[src/common/wfd_channel_pkg.sv]
`default_nettype none

package wfd_channel_pkg;

  ///////////////////////////////////////////////////////////////////////
  // widths
  localparam int LINK_WIDTH  = 32;   // serial link word
  localparam int BURST_WIDTH = 128;  // one DDR3 read burst
  localparam int FILL_WIDTH  = 24;   // fill number counter

  localparam int WORDS_PER_BURST = BURST_WIDTH / LINK_WIDTH;  // 4 link words per burst

  ///////////////////////////////////////////////////////////////////////
  // timing
  localparam int PAUSE_SYNC_STAGES = 2;   // flops on readout_pause
  localparam int LONG_RESET_CYCLES = 32;  // master pulse at least this long -> full reset
  localparam int FULL_RESET_CYCLES = 8;   // length of the full datapath reset

  // counter widths derived from the timing above
  localparam int WORD_IDX_W = $clog2(WORDS_PER_BURST);
  localparam int RST_CNT_W  = $clog2(LONG_RESET_CYCLES + 1);
  localparam int HOLD_CNT_W = $clog2(FULL_RESET_CYCLES);

  ///////////////////////////////////////////////////////////////////////
  // vector types
  typedef logic [LINK_WIDTH-1:0]  link_word_t;   // one link word
  typedef logic [BURST_WIDTH-1:0] mem_burst_t;   // one memory burst
  typedef logic [FILL_WIDTH-1:0]  fill_num_t;    // completed fill count
  typedef logic [WORD_IDX_W-1:0]  word_idx_t;    // word position inside a burst
  typedef logic [RST_CNT_W-1:0]   rst_cnt_t;     // master pulse length
  typedef logic [HOLD_CNT_W-1:0]  hold_cnt_t;    // full reset countdown

  ///////////////////////////////////////////////////////////////////////
  // state machines
  typedef enum logic [1:0] {
    CMD_IDLE,     // no command packet open
    CMD_BUSY,     // command packet started, waiting for its tlast
    READOUT,      // link owned by the fill readout
    READOUT_END   // one cycle after the last readout word, fill_done
  } source_state_t;

  typedef enum logic [1:0] {
    WAIT_HIGH,    // master line idle
    MEASURE,      // counting how long the line stays high
    HOLD_FULL     // driving the full datapath reset
  } reset_state_t;

endpackage

`default_nettype wire

[src/design/readout/readout_width_converter.sv]
`timescale 1ns/1ns
`default_nettype none

// 128-bit memory bursts in, 32-bit link words out, low word first

module readout_width_converter (
  input  logic                       clk125,
  input  logic                       reset,
  // burst side, from the memory reader
  input  wfd_channel_pkg::mem_burst_t rd_tdata,
  input  logic                       rd_tvalid,
  input  logic                       rd_tlast,
  output logic                       rd_tready,
  // word side, toward the tx mux
  output wfd_channel_pkg::link_word_t word_tdata,
  output logic                       word_tvalid,
  output logic                       word_tlast,
  input  logic                       word_tready
);

  wfd_channel_pkg::mem_burst_t burst_q;   // holding register for one burst
  wfd_channel_pkg::word_idx_t  idx_q;     // which word goes out next
  logic                        full_q;    // burst_q holds unsent words
  logic                        last_q;    // held burst closes the fill
  logic                        accept_en; // opens rd_tready once out of reset

  logic word_xfer;    // a word leaves this cycle
  logic final_word;   // the word at idx_q is the top one of the burst
  logic burst_xfer;   // a new burst is taken this cycle

  assign final_word = (idx_q == wfd_channel_pkg::word_idx_t'(wfd_channel_pkg::WORDS_PER_BURST - 1));
  assign word_xfer  = word_tvalid & word_tready;
  // room when empty or when the top word is leaving right now (no bubble)
  assign rd_tready  = accept_en & (~full_q | (word_xfer & final_word));
  assign burst_xfer = rd_tvalid & rd_tready;

  ///////////////////////////////////////////////////////////////////////
  // word select
  assign word_tvalid = full_q;
  assign word_tdata  = burst_q[idx_q*wfd_channel_pkg::LINK_WIDTH +: wfd_channel_pkg::LINK_WIDTH];
  assign word_tlast  = full_q & last_q & final_word;  // tlast only on word 3

  ///////////////////////////////////////////////////////////////////////
  // control
  always_ff @(posedge clk125) begin
    if (reset) begin
      full_q    <= 1'b0;
      idx_q     <= '0;
      last_q    <= 1'b0;
      accept_en <= 1'b0;
    end else begin
      accept_en <= 1'b1;
      if (burst_xfer) begin          // takes priority to cover the back-to-back case
        full_q <= 1'b1;
        idx_q  <= '0;
        last_q <= rd_tlast;
      end else if (word_xfer) begin
        if (final_word) begin
          full_q <= 1'b0;            // burst fully sent
        end
        idx_q <= idx_q + 1'b1;       // wraps to 0 after word 3
      end
    end
  end

  // payload loads on acceptance only
  always_ff @(posedge clk125) begin
    if (burst_xfer) begin
      burst_q <= rd_tdata;
    end
  end

  ///////////////////////////////////////////////////////////////////////
  // a stalled word must not change under the link
  assert property (@(posedge clk125) disable iff (reset)
    (word_tvalid & ~word_tready) |=> $stable(word_tdata))
    else $error("word_tdata changed while stalled");

endmodule

`default_nettype wire

[src/design/readout/fill_readout_arbiter.sv]
`timescale 1ns/1ns
`default_nettype none

// decides who owns the link; only switches between whole packets

module fill_readout_arbiter (
  input  logic                       clk125,
  input  logic                       reset,
  input  logic                       evt_cnt_reset,        // short master reset, clears fill_num
  input  logic                       readout_req,          // level, held until fill_done
  input  logic                       cmd_accept,           // command word went out
  input  logic                       cmd_accept_last,      // ... and it was the packet end
  input  logic                       readout_accept,       // readout word went out
  input  logic                       readout_accept_last,  // ... and it closed the fill
  output logic                       use_readout,
  output logic                       fill_done,
  output wfd_channel_pkg::fill_num_t fill_num
);

  wfd_channel_pkg::source_state_t state_q, state_d;

  logic cmd_open;   // a command word without tlast just went out

  assign cmd_open = cmd_accept & ~cmd_accept_last;

  ///////////////////////////////////////////////////////////////////////
  // next state
  always_comb begin
    state_d = state_q;
    case (state_q)
      wfd_channel_pkg::CMD_IDLE: begin
        if (cmd_open) begin
          state_d = wfd_channel_pkg::CMD_BUSY;      // packet started, stay on commands
        end else if (readout_req) begin
          state_d = wfd_channel_pkg::READOUT;       // boundary, hand over
        end
      end
      wfd_channel_pkg::CMD_BUSY: begin
        if (cmd_accept_last) begin
          if (readout_req) begin
            state_d = wfd_channel_pkg::READOUT;     // switch right at the tlast
          end else begin
            state_d = wfd_channel_pkg::CMD_IDLE;
          end
        end
      end
      wfd_channel_pkg::READOUT: begin
        if (readout_accept_last) begin
          state_d = wfd_channel_pkg::READOUT_END;
        end
      end
      wfd_channel_pkg::READOUT_END: begin
        // commands may move again here; readout_req is still up from this fill
        if (cmd_open) begin
          state_d = wfd_channel_pkg::CMD_BUSY;
        end else begin
          state_d = wfd_channel_pkg::CMD_IDLE;
        end
      end
      default: state_d = wfd_channel_pkg::CMD_IDLE;
    endcase
  end

  always_ff @(posedge clk125) begin
    if (reset) begin
      state_q <= wfd_channel_pkg::CMD_IDLE;
    end else begin
      state_q <= state_d;
    end
  end

  assign use_readout = (state_q == wfd_channel_pkg::READOUT);
  assign fill_done   = (state_q == wfd_channel_pkg::READOUT_END);  // one cycle per fill

  ///////////////////////////////////////////////////////////////////////
  // fill counter, steps on the same edge that drops use_readout
  always_ff @(posedge clk125) begin
    if (reset || evt_cnt_reset) begin
      fill_num <= '0;
    end else if (state_q == wfd_channel_pkg::READOUT && readout_accept_last) begin
      fill_num <= fill_num + 1'b1;
    end
  end

  // the mux must never let readout data through without ownership
  assert property (@(posedge clk125) disable iff (reset)
    readout_accept |-> use_readout)
    else $error("readout word accepted while use_readout low");

endmodule

`default_nettype wire

[src/design/tx_stream_mux.sv]
`timescale 1ns/1ns
`default_nettype none

// 2:1 combinational stream mux toward the link gated by readout_pause

module tx_stream_mux (
  input  logic                       clk125,
  input  logic                       reset,
  input  logic                       readout_pause,  // async from the master
  input  logic                       use_readout,    // from the arbiter
  // command source
  input  wfd_channel_pkg::link_word_t cmd_tdata,
  input  logic                       cmd_tvalid,
  input  logic                       cmd_tlast,
  output logic                       cmd_tready,
  // readout source
  input  wfd_channel_pkg::link_word_t word_tdata,
  input  logic                       word_tvalid,
  input  logic                       word_tlast,
  output logic                       word_tready,
  // link
  output wfd_channel_pkg::link_word_t tx_tdata,
  output logic                       tx_tvalid,
  output logic                       tx_tlast,
  input  logic                       tx_tready,
  // accepted-word reports for the arbiter
  output logic                       cmd_accept,
  output logic                       cmd_accept_last,
  output logic                       readout_accept,
  output logic                       readout_accept_last
);

  logic [wfd_channel_pkg::PAUSE_SYNC_STAGES-1:0] pause_sync;  // shift in at bit 0
  logic pause_q;      // synchronized pause
  logic link_ready;   // link can take a word this cycle

  ///////////////////////////////////////////////////////////////////////
  // pause synchronizer starts out of reset as paused
  always_ff @(posedge clk125) begin
    if (reset) begin
      pause_sync <= '1;
    end else begin
      pause_sync <= {pause_sync[wfd_channel_pkg::PAUSE_SYNC_STAGES-2:0], readout_pause};
    end
  end

  assign pause_q    = pause_sync[wfd_channel_pkg::PAUSE_SYNC_STAGES-1];
  assign link_ready = tx_tready & ~pause_q;

  ///////////////////////////////////////////////////////////////////////
  // steering
  assign tx_tdata  = use_readout ? word_tdata : cmd_tdata;
  assign tx_tlast  = use_readout ? word_tlast : cmd_tlast;
  assign tx_tvalid = ~pause_q & (use_readout ? word_tvalid : cmd_tvalid);

  assign word_tready = use_readout & link_ready;    // inactive side sees ready low
  assign cmd_tready  = ~use_readout & link_ready;

  assign cmd_accept          = cmd_tvalid & cmd_tready;
  assign cmd_accept_last     = cmd_accept & cmd_tlast;
  assign readout_accept      = word_tvalid & word_tready;
  assign readout_accept_last = readout_accept & word_tlast;

  // a pause held through the whole synchronizer blanks the link
  assert property (@(posedge clk125) disable iff (reset)
    readout_pause [*wfd_channel_pkg::PAUSE_SYNC_STAGES] |=> ~tx_tvalid)
    else $error("tx_tvalid high during readout pause");

endmodule

`default_nettype wire

[src/design/master_reset.sv]
`timescale 1ns/1ns
`default_nettype none

// short master pulse -> clear fill counter, long pulse -> full datapath reset

module master_reset (
  input  logic clk125,
  input  logic reset,
  input  logic rst_from_master,  // async from the master
  output logic datapath_reset,
  output logic evt_cnt_reset
);

  logic mstr_meta, mstr_sync;                 // 2 flop synchronizer
  wfd_channel_pkg::reset_state_t state_q;
  wfd_channel_pkg::rst_cnt_t     high_cnt;    // clocks the line has been high, saturates
  wfd_channel_pkg::hold_cnt_t    hold_cnt;    // remaining full reset clocks
  logic                          is_long;     // pulse reached LONG_RESET_CYCLES

  always_ff @(posedge clk125) begin
    mstr_meta <= rst_from_master;
    mstr_sync <= mstr_meta;
  end

  assign is_long = (high_cnt >= wfd_channel_pkg::rst_cnt_t'(wfd_channel_pkg::LONG_RESET_CYCLES));

  ///////////////////////////////////////////////////////////////////////
  // pulse measurement
  always_ff @(posedge clk125) begin
    if (reset) begin
      state_q       <= wfd_channel_pkg::WAIT_HIGH;
      high_cnt      <= '0;
      hold_cnt      <= '0;
      evt_cnt_reset <= 1'b0;
    end else begin
      evt_cnt_reset <= 1'b0;                  // single cycle unless set below
      case (state_q)
        wfd_channel_pkg::WAIT_HIGH: begin
          if (mstr_sync) begin
            state_q  <= wfd_channel_pkg::MEASURE;
            high_cnt <= wfd_channel_pkg::rst_cnt_t'(1);
          end
        end
        wfd_channel_pkg::MEASURE: begin
          if (mstr_sync) begin
            if (!is_long) high_cnt <= high_cnt + 1'b1;
          end else if (is_long) begin         // released after a long pulse
            state_q  <= wfd_channel_pkg::HOLD_FULL;
            hold_cnt <= wfd_channel_pkg::hold_cnt_t'(wfd_channel_pkg::FULL_RESET_CYCLES - 1);
          end else begin                      // short pulse
            state_q       <= wfd_channel_pkg::WAIT_HIGH;
            evt_cnt_reset <= 1'b1;
          end
        end
        wfd_channel_pkg::HOLD_FULL: begin
          if (hold_cnt == '0) begin
            state_q <= wfd_channel_pkg::WAIT_HIGH;
          end else begin
            hold_cnt <= hold_cnt - 1'b1;
          end
        end
        default: state_q <= wfd_channel_pkg::WAIT_HIGH;
      endcase
    end
  end

  // board reset also holds the datapath
  assign datapath_reset = reset | (state_q == wfd_channel_pkg::HOLD_FULL);

endmodule

`default_nettype wire

[src/design/channel_tx_top.sv]
`timescale 1ns/1ns
`default_nettype none

// transmit side of one digitizer channel, commands and fill readout onto one link

module channel_tx_top (
  input  logic                       clk125,
  input  logic                       reset,
  input  logic                       readout_req,
  input  logic                       readout_pause,
  input  logic                       rst_from_master,
  // command replies
  input  wfd_channel_pkg::link_word_t cmd_tdata,
  input  logic                       cmd_tvalid,
  input  logic                       cmd_tlast,
  output logic                       cmd_tready,
  // memory readout bursts
  input  wfd_channel_pkg::mem_burst_t rd_tdata,
  input  logic                       rd_tvalid,
  input  logic                       rd_tlast,
  output logic                       rd_tready,
  // serial link
  output wfd_channel_pkg::link_word_t tx_tdata,
  output logic                       tx_tvalid,
  output logic                       tx_tlast,
  input  logic                       tx_tready,
  // fill status
  output logic                       fill_done,
  output wfd_channel_pkg::fill_num_t fill_num
);

  logic datapath_reset;   // board reset or long master pulse
  logic evt_cnt_reset;    // short master pulse

  wfd_channel_pkg::link_word_t word_tdata;  // converter -> mux
  logic word_tvalid, word_tlast, word_tready;

  logic use_readout;
  logic cmd_accept, cmd_accept_last;
  logic readout_accept, readout_accept_last;

  ///////////////////////////////////////////////////////////////////////
  // resets from the master
  master_reset u_master_reset (
    .clk125          (clk125),
    .reset           (reset),
    .rst_from_master (rst_from_master),
    .datapath_reset  (datapath_reset),
    .evt_cnt_reset   (evt_cnt_reset)
  );

  ///////////////////////////////////////////////////////////////////////
  // readout path and source selection, side by side
  readout_width_converter u_width_conv (
    .clk125      (clk125),
    .reset       (datapath_reset),
    .rd_tdata    (rd_tdata),
    .rd_tvalid   (rd_tvalid),
    .rd_tlast    (rd_tlast),
    .rd_tready   (rd_tready),
    .word_tdata  (word_tdata),
    .word_tvalid (word_tvalid),
    .word_tlast  (word_tlast),
    .word_tready (word_tready)
  );

  fill_readout_arbiter u_arbiter (
    .clk125              (clk125),
    .reset               (datapath_reset),
    .evt_cnt_reset       (evt_cnt_reset),
    .readout_req         (readout_req),
    .cmd_accept          (cmd_accept),
    .cmd_accept_last     (cmd_accept_last),
    .readout_accept      (readout_accept),
    .readout_accept_last (readout_accept_last),
    .use_readout         (use_readout),
    .fill_done           (fill_done),
    .fill_num            (fill_num)
  );

  ///////////////////////////////////////////////////////////////////////
  // link mux
  tx_stream_mux u_tx_mux (
    .clk125              (clk125),
    .reset               (datapath_reset),
    .readout_pause       (readout_pause),
    .use_readout         (use_readout),
    .cmd_tdata           (cmd_tdata),
    .cmd_tvalid          (cmd_tvalid),
    .cmd_tlast           (cmd_tlast),
    .cmd_tready          (cmd_tready),
    .word_tdata          (word_tdata),
    .word_tvalid         (word_tvalid),
    .word_tlast          (word_tlast),
    .word_tready         (word_tready),
    .tx_tdata            (tx_tdata),
    .tx_tvalid           (tx_tvalid),
    .tx_tlast            (tx_tlast),
    .tx_tready           (tx_tready),
    .cmd_accept          (cmd_accept),
    .cmd_accept_last     (cmd_accept_last),
    .readout_accept      (readout_accept),
    .readout_accept_last (readout_accept_last)
  );

endmodule

`default_nettype wire

[config.mk]
export PLATFORM = sky130hd
export DESIGN_NAME = channel_tx_top
export DESIGN_NICKNAME = d
export VERILOG_FILES = /design/src/common/wfd_channel_pkg.sv /design/src/design/readout/readout_width_converter.sv /design/src/design/readout/fill_readout_arbiter.sv /design/src/design/tx_stream_mux.sv /design/src/design/master_reset.sv /design/src/design/channel_tx_top.sv
export SDC_FILE = /design/constraint.sdc
export NUM_CORES = 1
export LEC_CHECK = 0
export BUFFER_PORTS_ARGS = -buffer_cell sky130_fd_sc_hd__buf_2
export CAP_MARGIN = 0
export CORE_UTILIZATION = 29
export CTS_CLUSTER_DIAMETER = 200
export DETAILED_ROUTE_END_ITERATION = 10
export GPL_ROUTABILITY_DRIVEN = 0
export PLACE_DENSITY = 0.58
export SLEW_MARGIN = 20
export SYNTH_ARGS = -nofsm -noshare
export SYNTH_HDL_FRONTEND = slang
export SYNTH_SLANG_ARGS = --single-unit
[constraint.sdc]
create_clock -name clk125 -period 5.9 [get_ports clk125]
set_clock_uncertainty 0.15 [all_clocks]
set_input_delay 0.885 -clock clk125 [delete_from_list [all_inputs] [get_ports clk125]]
set_output_delay 0.885 -clock clk125 [all_outputs]
set_load 0.03 [all_outputs]
# Word level (Yosys, flattened, before mapping)
# Index checks and enable logic that the tools add are counted.
dict set report classes {
  reduce_logical 16
  n_bitwise 21
  addsub 4
  shift 1
  n_lt_le_gt_ge 1
  eq_ne 16
  muxes 28
}
# operator count
set ops {}
lappend ops {{indexed part select 128 x 8 -> 32 bit} 1}
lappend ops {{two-way mux 32 bit} 1}
lappend ops {{adder 24 x 1 -> 24 bit (second input constant)} 1}
lappend ops {{two-way mux 2 bit} 9}
lappend ops {{two-way mux 6 bit} 3}
lappend ops {{bitwise AND 1 bit} 14}
lappend ops {{one-hot mux 6 bit (2 select lines)} 1}
lappend ops {{!= test 2 x 1 -> 1 bit (second input constant)} 5}
lappend ops {{two-way mux 3 bit} 3}
lappend ops {{== test 2 bit (second input constant)} 4}
lappend ops {{two-way mux 1 bit} 8}
lappend ops {{!= test 2 bit (second input constant)} 4}
lappend ops {{one-hot mux 2 bit (4 select lines)} 1}
lappend ops {{AND reduction 4 bit} 2}
lappend ops {{nonzero test 2 bit} 4}
lappend ops {{adder 6 x 1 -> 6 bit (second input constant)} 1}
lappend ops {{>= comparator 6 bit (second input constant)} 1}
lappend ops {{one-hot mux 2 bit (3 select lines)} 1}
lappend ops {{one-hot mux 3 bit (2 select lines)} 1}
lappend ops {{AND reduction 3 bit} 2}
lappend ops {{inverter 1 bit} 5}
lappend ops {{== test 2 x 1 -> 1 bit (second input constant)} 2}
lappend ops {{logical NOT 2 bit} 2}
lappend ops {{logical NOT 3 bit} 1}
lappend ops {{other kinds (9)} 10}
dict set report word_totals {
  wordCells 101
  regBits 175
}

# Longest topological paths before layout
dict set report depth {
  depth_word 10
  ltp_mapped 7
}

# By module
# From an unflattened synthesis, not the netlist that was laid out.
dict set report unflattened {
  hier_cells 455
  hier_area_um2 7402.1
}
# module seq_area_each_um2 instances cells_each area_per_inst_um2
set modules_own_cells {}
lappend modules_own_cells {readout_width_converter 3943.8 1 189 4869.7}
lappend modules_own_cells {fill_readout_arbiter 520.5 1 147 1239.9}
lappend modules_own_cells {tx_stream_mux 40.0 1 49 664.4}
lappend modules_own_cells {master_reset 280.3 1 70 628.1}

# Worst setup path after synthesis
# Ideal clock, no wire load.
dict set report synth_path {
  path_kind {input to register}
  startpoint {input tx_tready}
  endpoint {register u_width_conv.last_q}
  slack_ns 0.799
  t_arrival_ns 4.662
  cell_stages 4
  cell_sequence {nand4bb_4 -> o21ai_0 -> and2_1 -> o21ai_0}
}
dict set report synth_via {
  elab_chain_cells 7
}
# item line
set synth_rtl {}
lappend synth_rtl {{start, declared} channel_tx_top.sv:26} ;# input logic tx_tready,
lappend synth_rtl {{bitwise AND 1 bit} tx_stream_mux.sv:48} ;# assign link_ready = tx_tready & ~pause_q;
lappend synth_rtl {{bitwise AND 1 bit} tx_stream_mux.sv:56} ;# assign word_tready = use_readout & link_ready;
lappend synth_rtl {{bitwise AND 1 bit} readout_width_converter.sv:32} ;# assign word_xfer = word_tvalid & word_tready;
lappend synth_rtl {{bitwise AND 1 bit} readout_width_converter.sv:34} ;# assign rd_tready = accept_en & (~full_q | (word_xfer & final_word));
lappend synth_rtl {{bitwise OR 1 bit} readout_width_converter.sv:34}
lappend synth_rtl {{bitwise AND 1 bit} readout_width_converter.sv:34}
lappend synth_rtl {{bitwise AND 1 bit} readout_width_converter.sv:35} ;# assign burst_xfer = rd_tvalid & rd_tready;
lappend synth_rtl {{named net u_width_conv.burst_xfer} readout_width_converter.sv:29} ;# logic burst_xfer;
lappend synth_rtl {{end signal, assigned} readout_width_converter.sv:56} ;# last_q <= rd_tlast;
lappend synth_rtl {{end, declared} readout_width_converter.sv:24} ;# logic last_q;
# The timed path passes the listed nets, and every way through them passes these cells.
# A chain may end at the register's enable or synchronous reset.

# Worst setup path in the final report
dict set report layout_path {
  startpoint {register u_width_conv.idx_q[0]}
  endpoint {output tx_tdata[20]}
}
dict set report layout_via {
  elab_chain_cells 2
}
# item line
set layout_rtl {}
lappend layout_rtl {{start, declared} readout_width_converter.sv:22} ;# wfd_channel_pkg::word_idx_t idx_q;
lappend layout_rtl {{start signal, assigned} readout_width_converter.sv:61} ;# idx_q <= idx_q + 1'b1;
lappend layout_rtl {{indexed part select 128 x 8 -> 32 bit} readout_width_converter.sv:40} ;# assign word_tdata = burst_q[idx_q*wfd_channel_pkg::LINK_WIDTH +: wfd_channel_pkg::LINK_WIDTH];
lappend layout_rtl {{two-way mux 32 bit} tx_stream_mux.sv:52} ;# assign tx_tdata = use_readout ? word_tdata : cmd_tdata;
lappend layout_rtl {{end, declared} channel_tx_top.sv:23} ;# output wfd_channel_pkg::link_word_t tx_tdata,
# Every way passes these cells.

==> results.yml <==
setup_path:
  cp_slowest_cell: "dfxtp_2"
  path_cells: "buf_4 -> mux4_2 -> nand2_1 -> nand2_1 -> buf_2"
  critPathLaunchType: "register"
  r2r_slack_ns: 2.83
  cp_common_cell: "nand2_1"
  end_kind: "output port"
  max_stage_delay_ns: 0.71
  critical_path_buf_inv_count: 2
  critPathTopFamily: "flip-flops"
  cp.required_ns: 4.87
  crit_fanout: 19
  worstPathArrival_ns: 2.54
  critical_path_class: "register to output port"
sta:
  fin_crit_ns: 3.577
  slew_headroom: 0.3180
  worst_pin_slew_ns: 1.015
  fmax_mhz: 279.6
  finalCritPeriodShare: 0.6062
  final.setup.tns_ns: 0
  rsz0062_at_grt: "false"
  setup_viol: 0
  finalHoldViolations: 0
  drv_slew: 0
  hold_ws_ns: 0.1865
placed_design:
  numPortBuffers: 230
  dpl.hpwl_um: 11720
clocking:
  clock_tree.root_cell: "clkbuf_16"
  postCtsSetupRepairBufs: 0
  cts_tree: "built"
  clk_pin_slew_ns: 0.08
  cts_buffer_depth: 2
  ctsResizeCount: 0
  holdBufCountCts: 0
  clk_latency_ns: 0.42
  cts.sinks: 175
  htreeDepth: 4
  cts_buffers: 17
global_routing:
  grt.total_usage: 0.1360
  overflow: 0
  grt_max_degree: 83
  antenna_found_initial: 2
  grt_pass1_wl_um: 26650
  first_global_vias: 5118
die:
  start_util: 0.2974
  die-area_um2: 25730
  die_h_um: 160.4
  io_pins: 231
  die_w_um: 160.4
  coreArea_um2: 24460
  rows: 57
route:
  met3_length_um: 1088
  drt_iter0_drc: 322
  routed-wl-met2_um: 8138
  drtAntennaViolNets: 0
  drc: 0
  vias: 5068
  top_layer_used: "met4"
  wl_per_cell_um: 15.65
  wl_met1_um: 7584
  drt-vias-per-instance: 4.620
  drtPass1Iterations: 4
  drt_wl_total_um: 17160
synthesis:
  synth_seq_cells: 175
  synth-main-ff-cell: "edfxtp_1"
  yosysUniqueCellTypes: 48
  ys_seq_area_frac: 0.6576
  syn_nets: 713
  async_reset_ff_frac: 0
  synth_edf_count: 128
  yosys_warnings: 0
  syn-cell-area_um2: 7276
  synthCells: 537
  syn_avg_cell_area_um2: 13.55
power:
  p_leak_nw: 3.644
  clkPwrFrac: 0.421
  power.internal_mw: 2.071
  p_sw_frac: 0.2524
  powerDensity_nw_per_um2: 295.5
  p_seq_frac: 0.499
  peakVddDrop_v: 0.0001804
  p_switching_mw: 0.6991
  pwr-share-comb: 0.079
finish:
  drive_above_1_share: 0.3995
  fill_cells: 2412
  area_delta_synth_final_pct: 28.84
  fin_nets: 934
min_path:
  hp-class: "register to register"
flow_run:
  maxCapViolCount: 0
status:
  status: "complete, no violations"
==> cells in the mapped netlist (all sizes together), types with 2 or more instances <==
cell | n | area [um^2]
nor2 | 14 | 52.55
nor2b | 2 | 12.51
xor2 | 4 | 35.03
nor3 | 8 | 40.04
nand2b | 7 | 43.79
nand4 | 8 | 50.05
and3 | 4 | 25.02
or3 | 4 | 30.03
nor3b | 4 | 30.03
o21ai | 6 | 30.03
a21oi | 22 | 110.1
o31ai | 12 | 90.09
or2 | 2 | 12.52
o21a | 2 | 15.01
edfxtp | 128 | 3844
dfxtp | 47 | 940.9
buf | 6 | 35.03
a22oi | 3 | 22.52
inv | 9 | 33.78
or4 | 12 | 90.09
ha | 6 | 75.07
xnor2 | 5 | 43.79
clkbuf | 25 | 93.84
and2 | 8 | 50.05
mux2i | 4 | 40.04
nand2 | 117 | 439.2
nand3 | 12 | 60.06
and4 | 3 | 26.28
mux4 | 32 | 720.7
nor4 | 7 | 43.79
==> cell usage in the layout (no fill, tap or decap), types with 9 or more instances in the layout <==
cell type    n
mux4_2      32
or4_1       12
buf_2      230
nand2_1    117
edfxtp_1   128
nor2_1      14
o31ai_1     12
inv_1        9
clkbuf_16   17
a21oi_1     22
nand3_1     12
dfxtp_1     45
==> path summary, 6_finish.rpt <==
path | endpoint | startpoint | depth (start not counted)
setup reg to reg | u_width_conv.burst_q[9] | u_width_conv.idx_q[0] | 5
hold / removal | u_master_reset.mstr_sync | u_master_reset.mstr_meta | 0
setup / recovery | tx_tdata[20] | u_width_conv.idx_q[0] | 5
hold reg to reg | u_master_reset.mstr_sync | u_master_reset.mstr_meta | 0
==> final cells by class <==
| type | instances | area, um^2 | area share |
|---|---|---|---|
| multi-input combinational | 322 | 2340 | 0.2496 |
| clock buffer | 17 | 425.4 | 0.04538 |
| timing repair buffer | 233 | 1186 | 0.1265 |
| clock inverter | 15 | 191.4 | 0.02042 |
| inverter | 9 | 33.78 | 0.003604 |
| sequential | 175 | 4787 | 0.5107 |
| tap | 324 | 405.4 | 0.04325 |
| antenna | 2 | 5.005 | 0.0005339 |
==> worst register-to-register path, delay by kind of cell, from the launching register on <==
kind | cells | cell delay (ns)
compound gates | 1 | 0.37
simple gates | 1 | 0.67
fa+ha+maj | 1 | 0.29
buf+inv | 2 | 0.49
flops | 1 | 0.71
==> cell families after synthesis <==
logic type | count (synthesis) | synth area share
AOI/OAI and AO/OA | 52 | 0.04454
xor gates and xnor gates | 9 | 0.01083
adders and majority gates | 6 | 0.01032
buffers and inverters | 40 | 0.02236
DFF | 175 | 0.6576
muxes | 37 | 0.1061
and+or+nand+nor | 218 | 0.1482
==> power by group through the flow <==
stage / Sequential [mW] / Clock (mW) / Combinational [mW]
after detailed placement: 1.41 / 0 / 0.224
after CTS: 1.38 / 1.20 / 0.224
after global placement: 1.41 / 0 / 0.223
final: 1.38 / 1.17 / 0.220
after floorplan: 1.41 / 0 / 0.121
after global routing: 1.39 / 1.25 / 0.241
==> registers in the layout, summed over array words and instances (netlist names), 2 cells and up <==
| name | cells |
|---|---|
| u_width_conv.idx_q | 2 |
| u_master_reset.high_cnt | 6 |
| u_width_conv.burst_q | 128 |
| u_master_reset.hold_cnt | 3 |
| u_master_reset.state_q | 2 |
| u_arbiter.fill_num | 24 |
| u_tx_mux.pause_sync | 2 |
| u_arbiter.state_q | 2 |
==> per-stage QoR <==
stage,cell area [um^2],cells,worst slack [ns],power (mW),utilization
after detailed placement,8752,1063,2.618,1.635,0.3578
final,9374,1097,2.323,2.770,0.3832
after global routing,9374,1097,2.077,2.878,0.3832
after floorplan,7276,537,0.7992,1.532,-
after CTS,9369,1095,2.211,2.810,0.3830
after global placement,8752,1063,2.635,1.633,0.3578
==> layer usage <==
metal  vias up  GRT usage
li1       2458          -
met1      2413     0.1674
met2       177     0.2229
met3        20    0.04365
met4         0    0.04935
met5         -          0
Power figures use the tool's default switching activity.
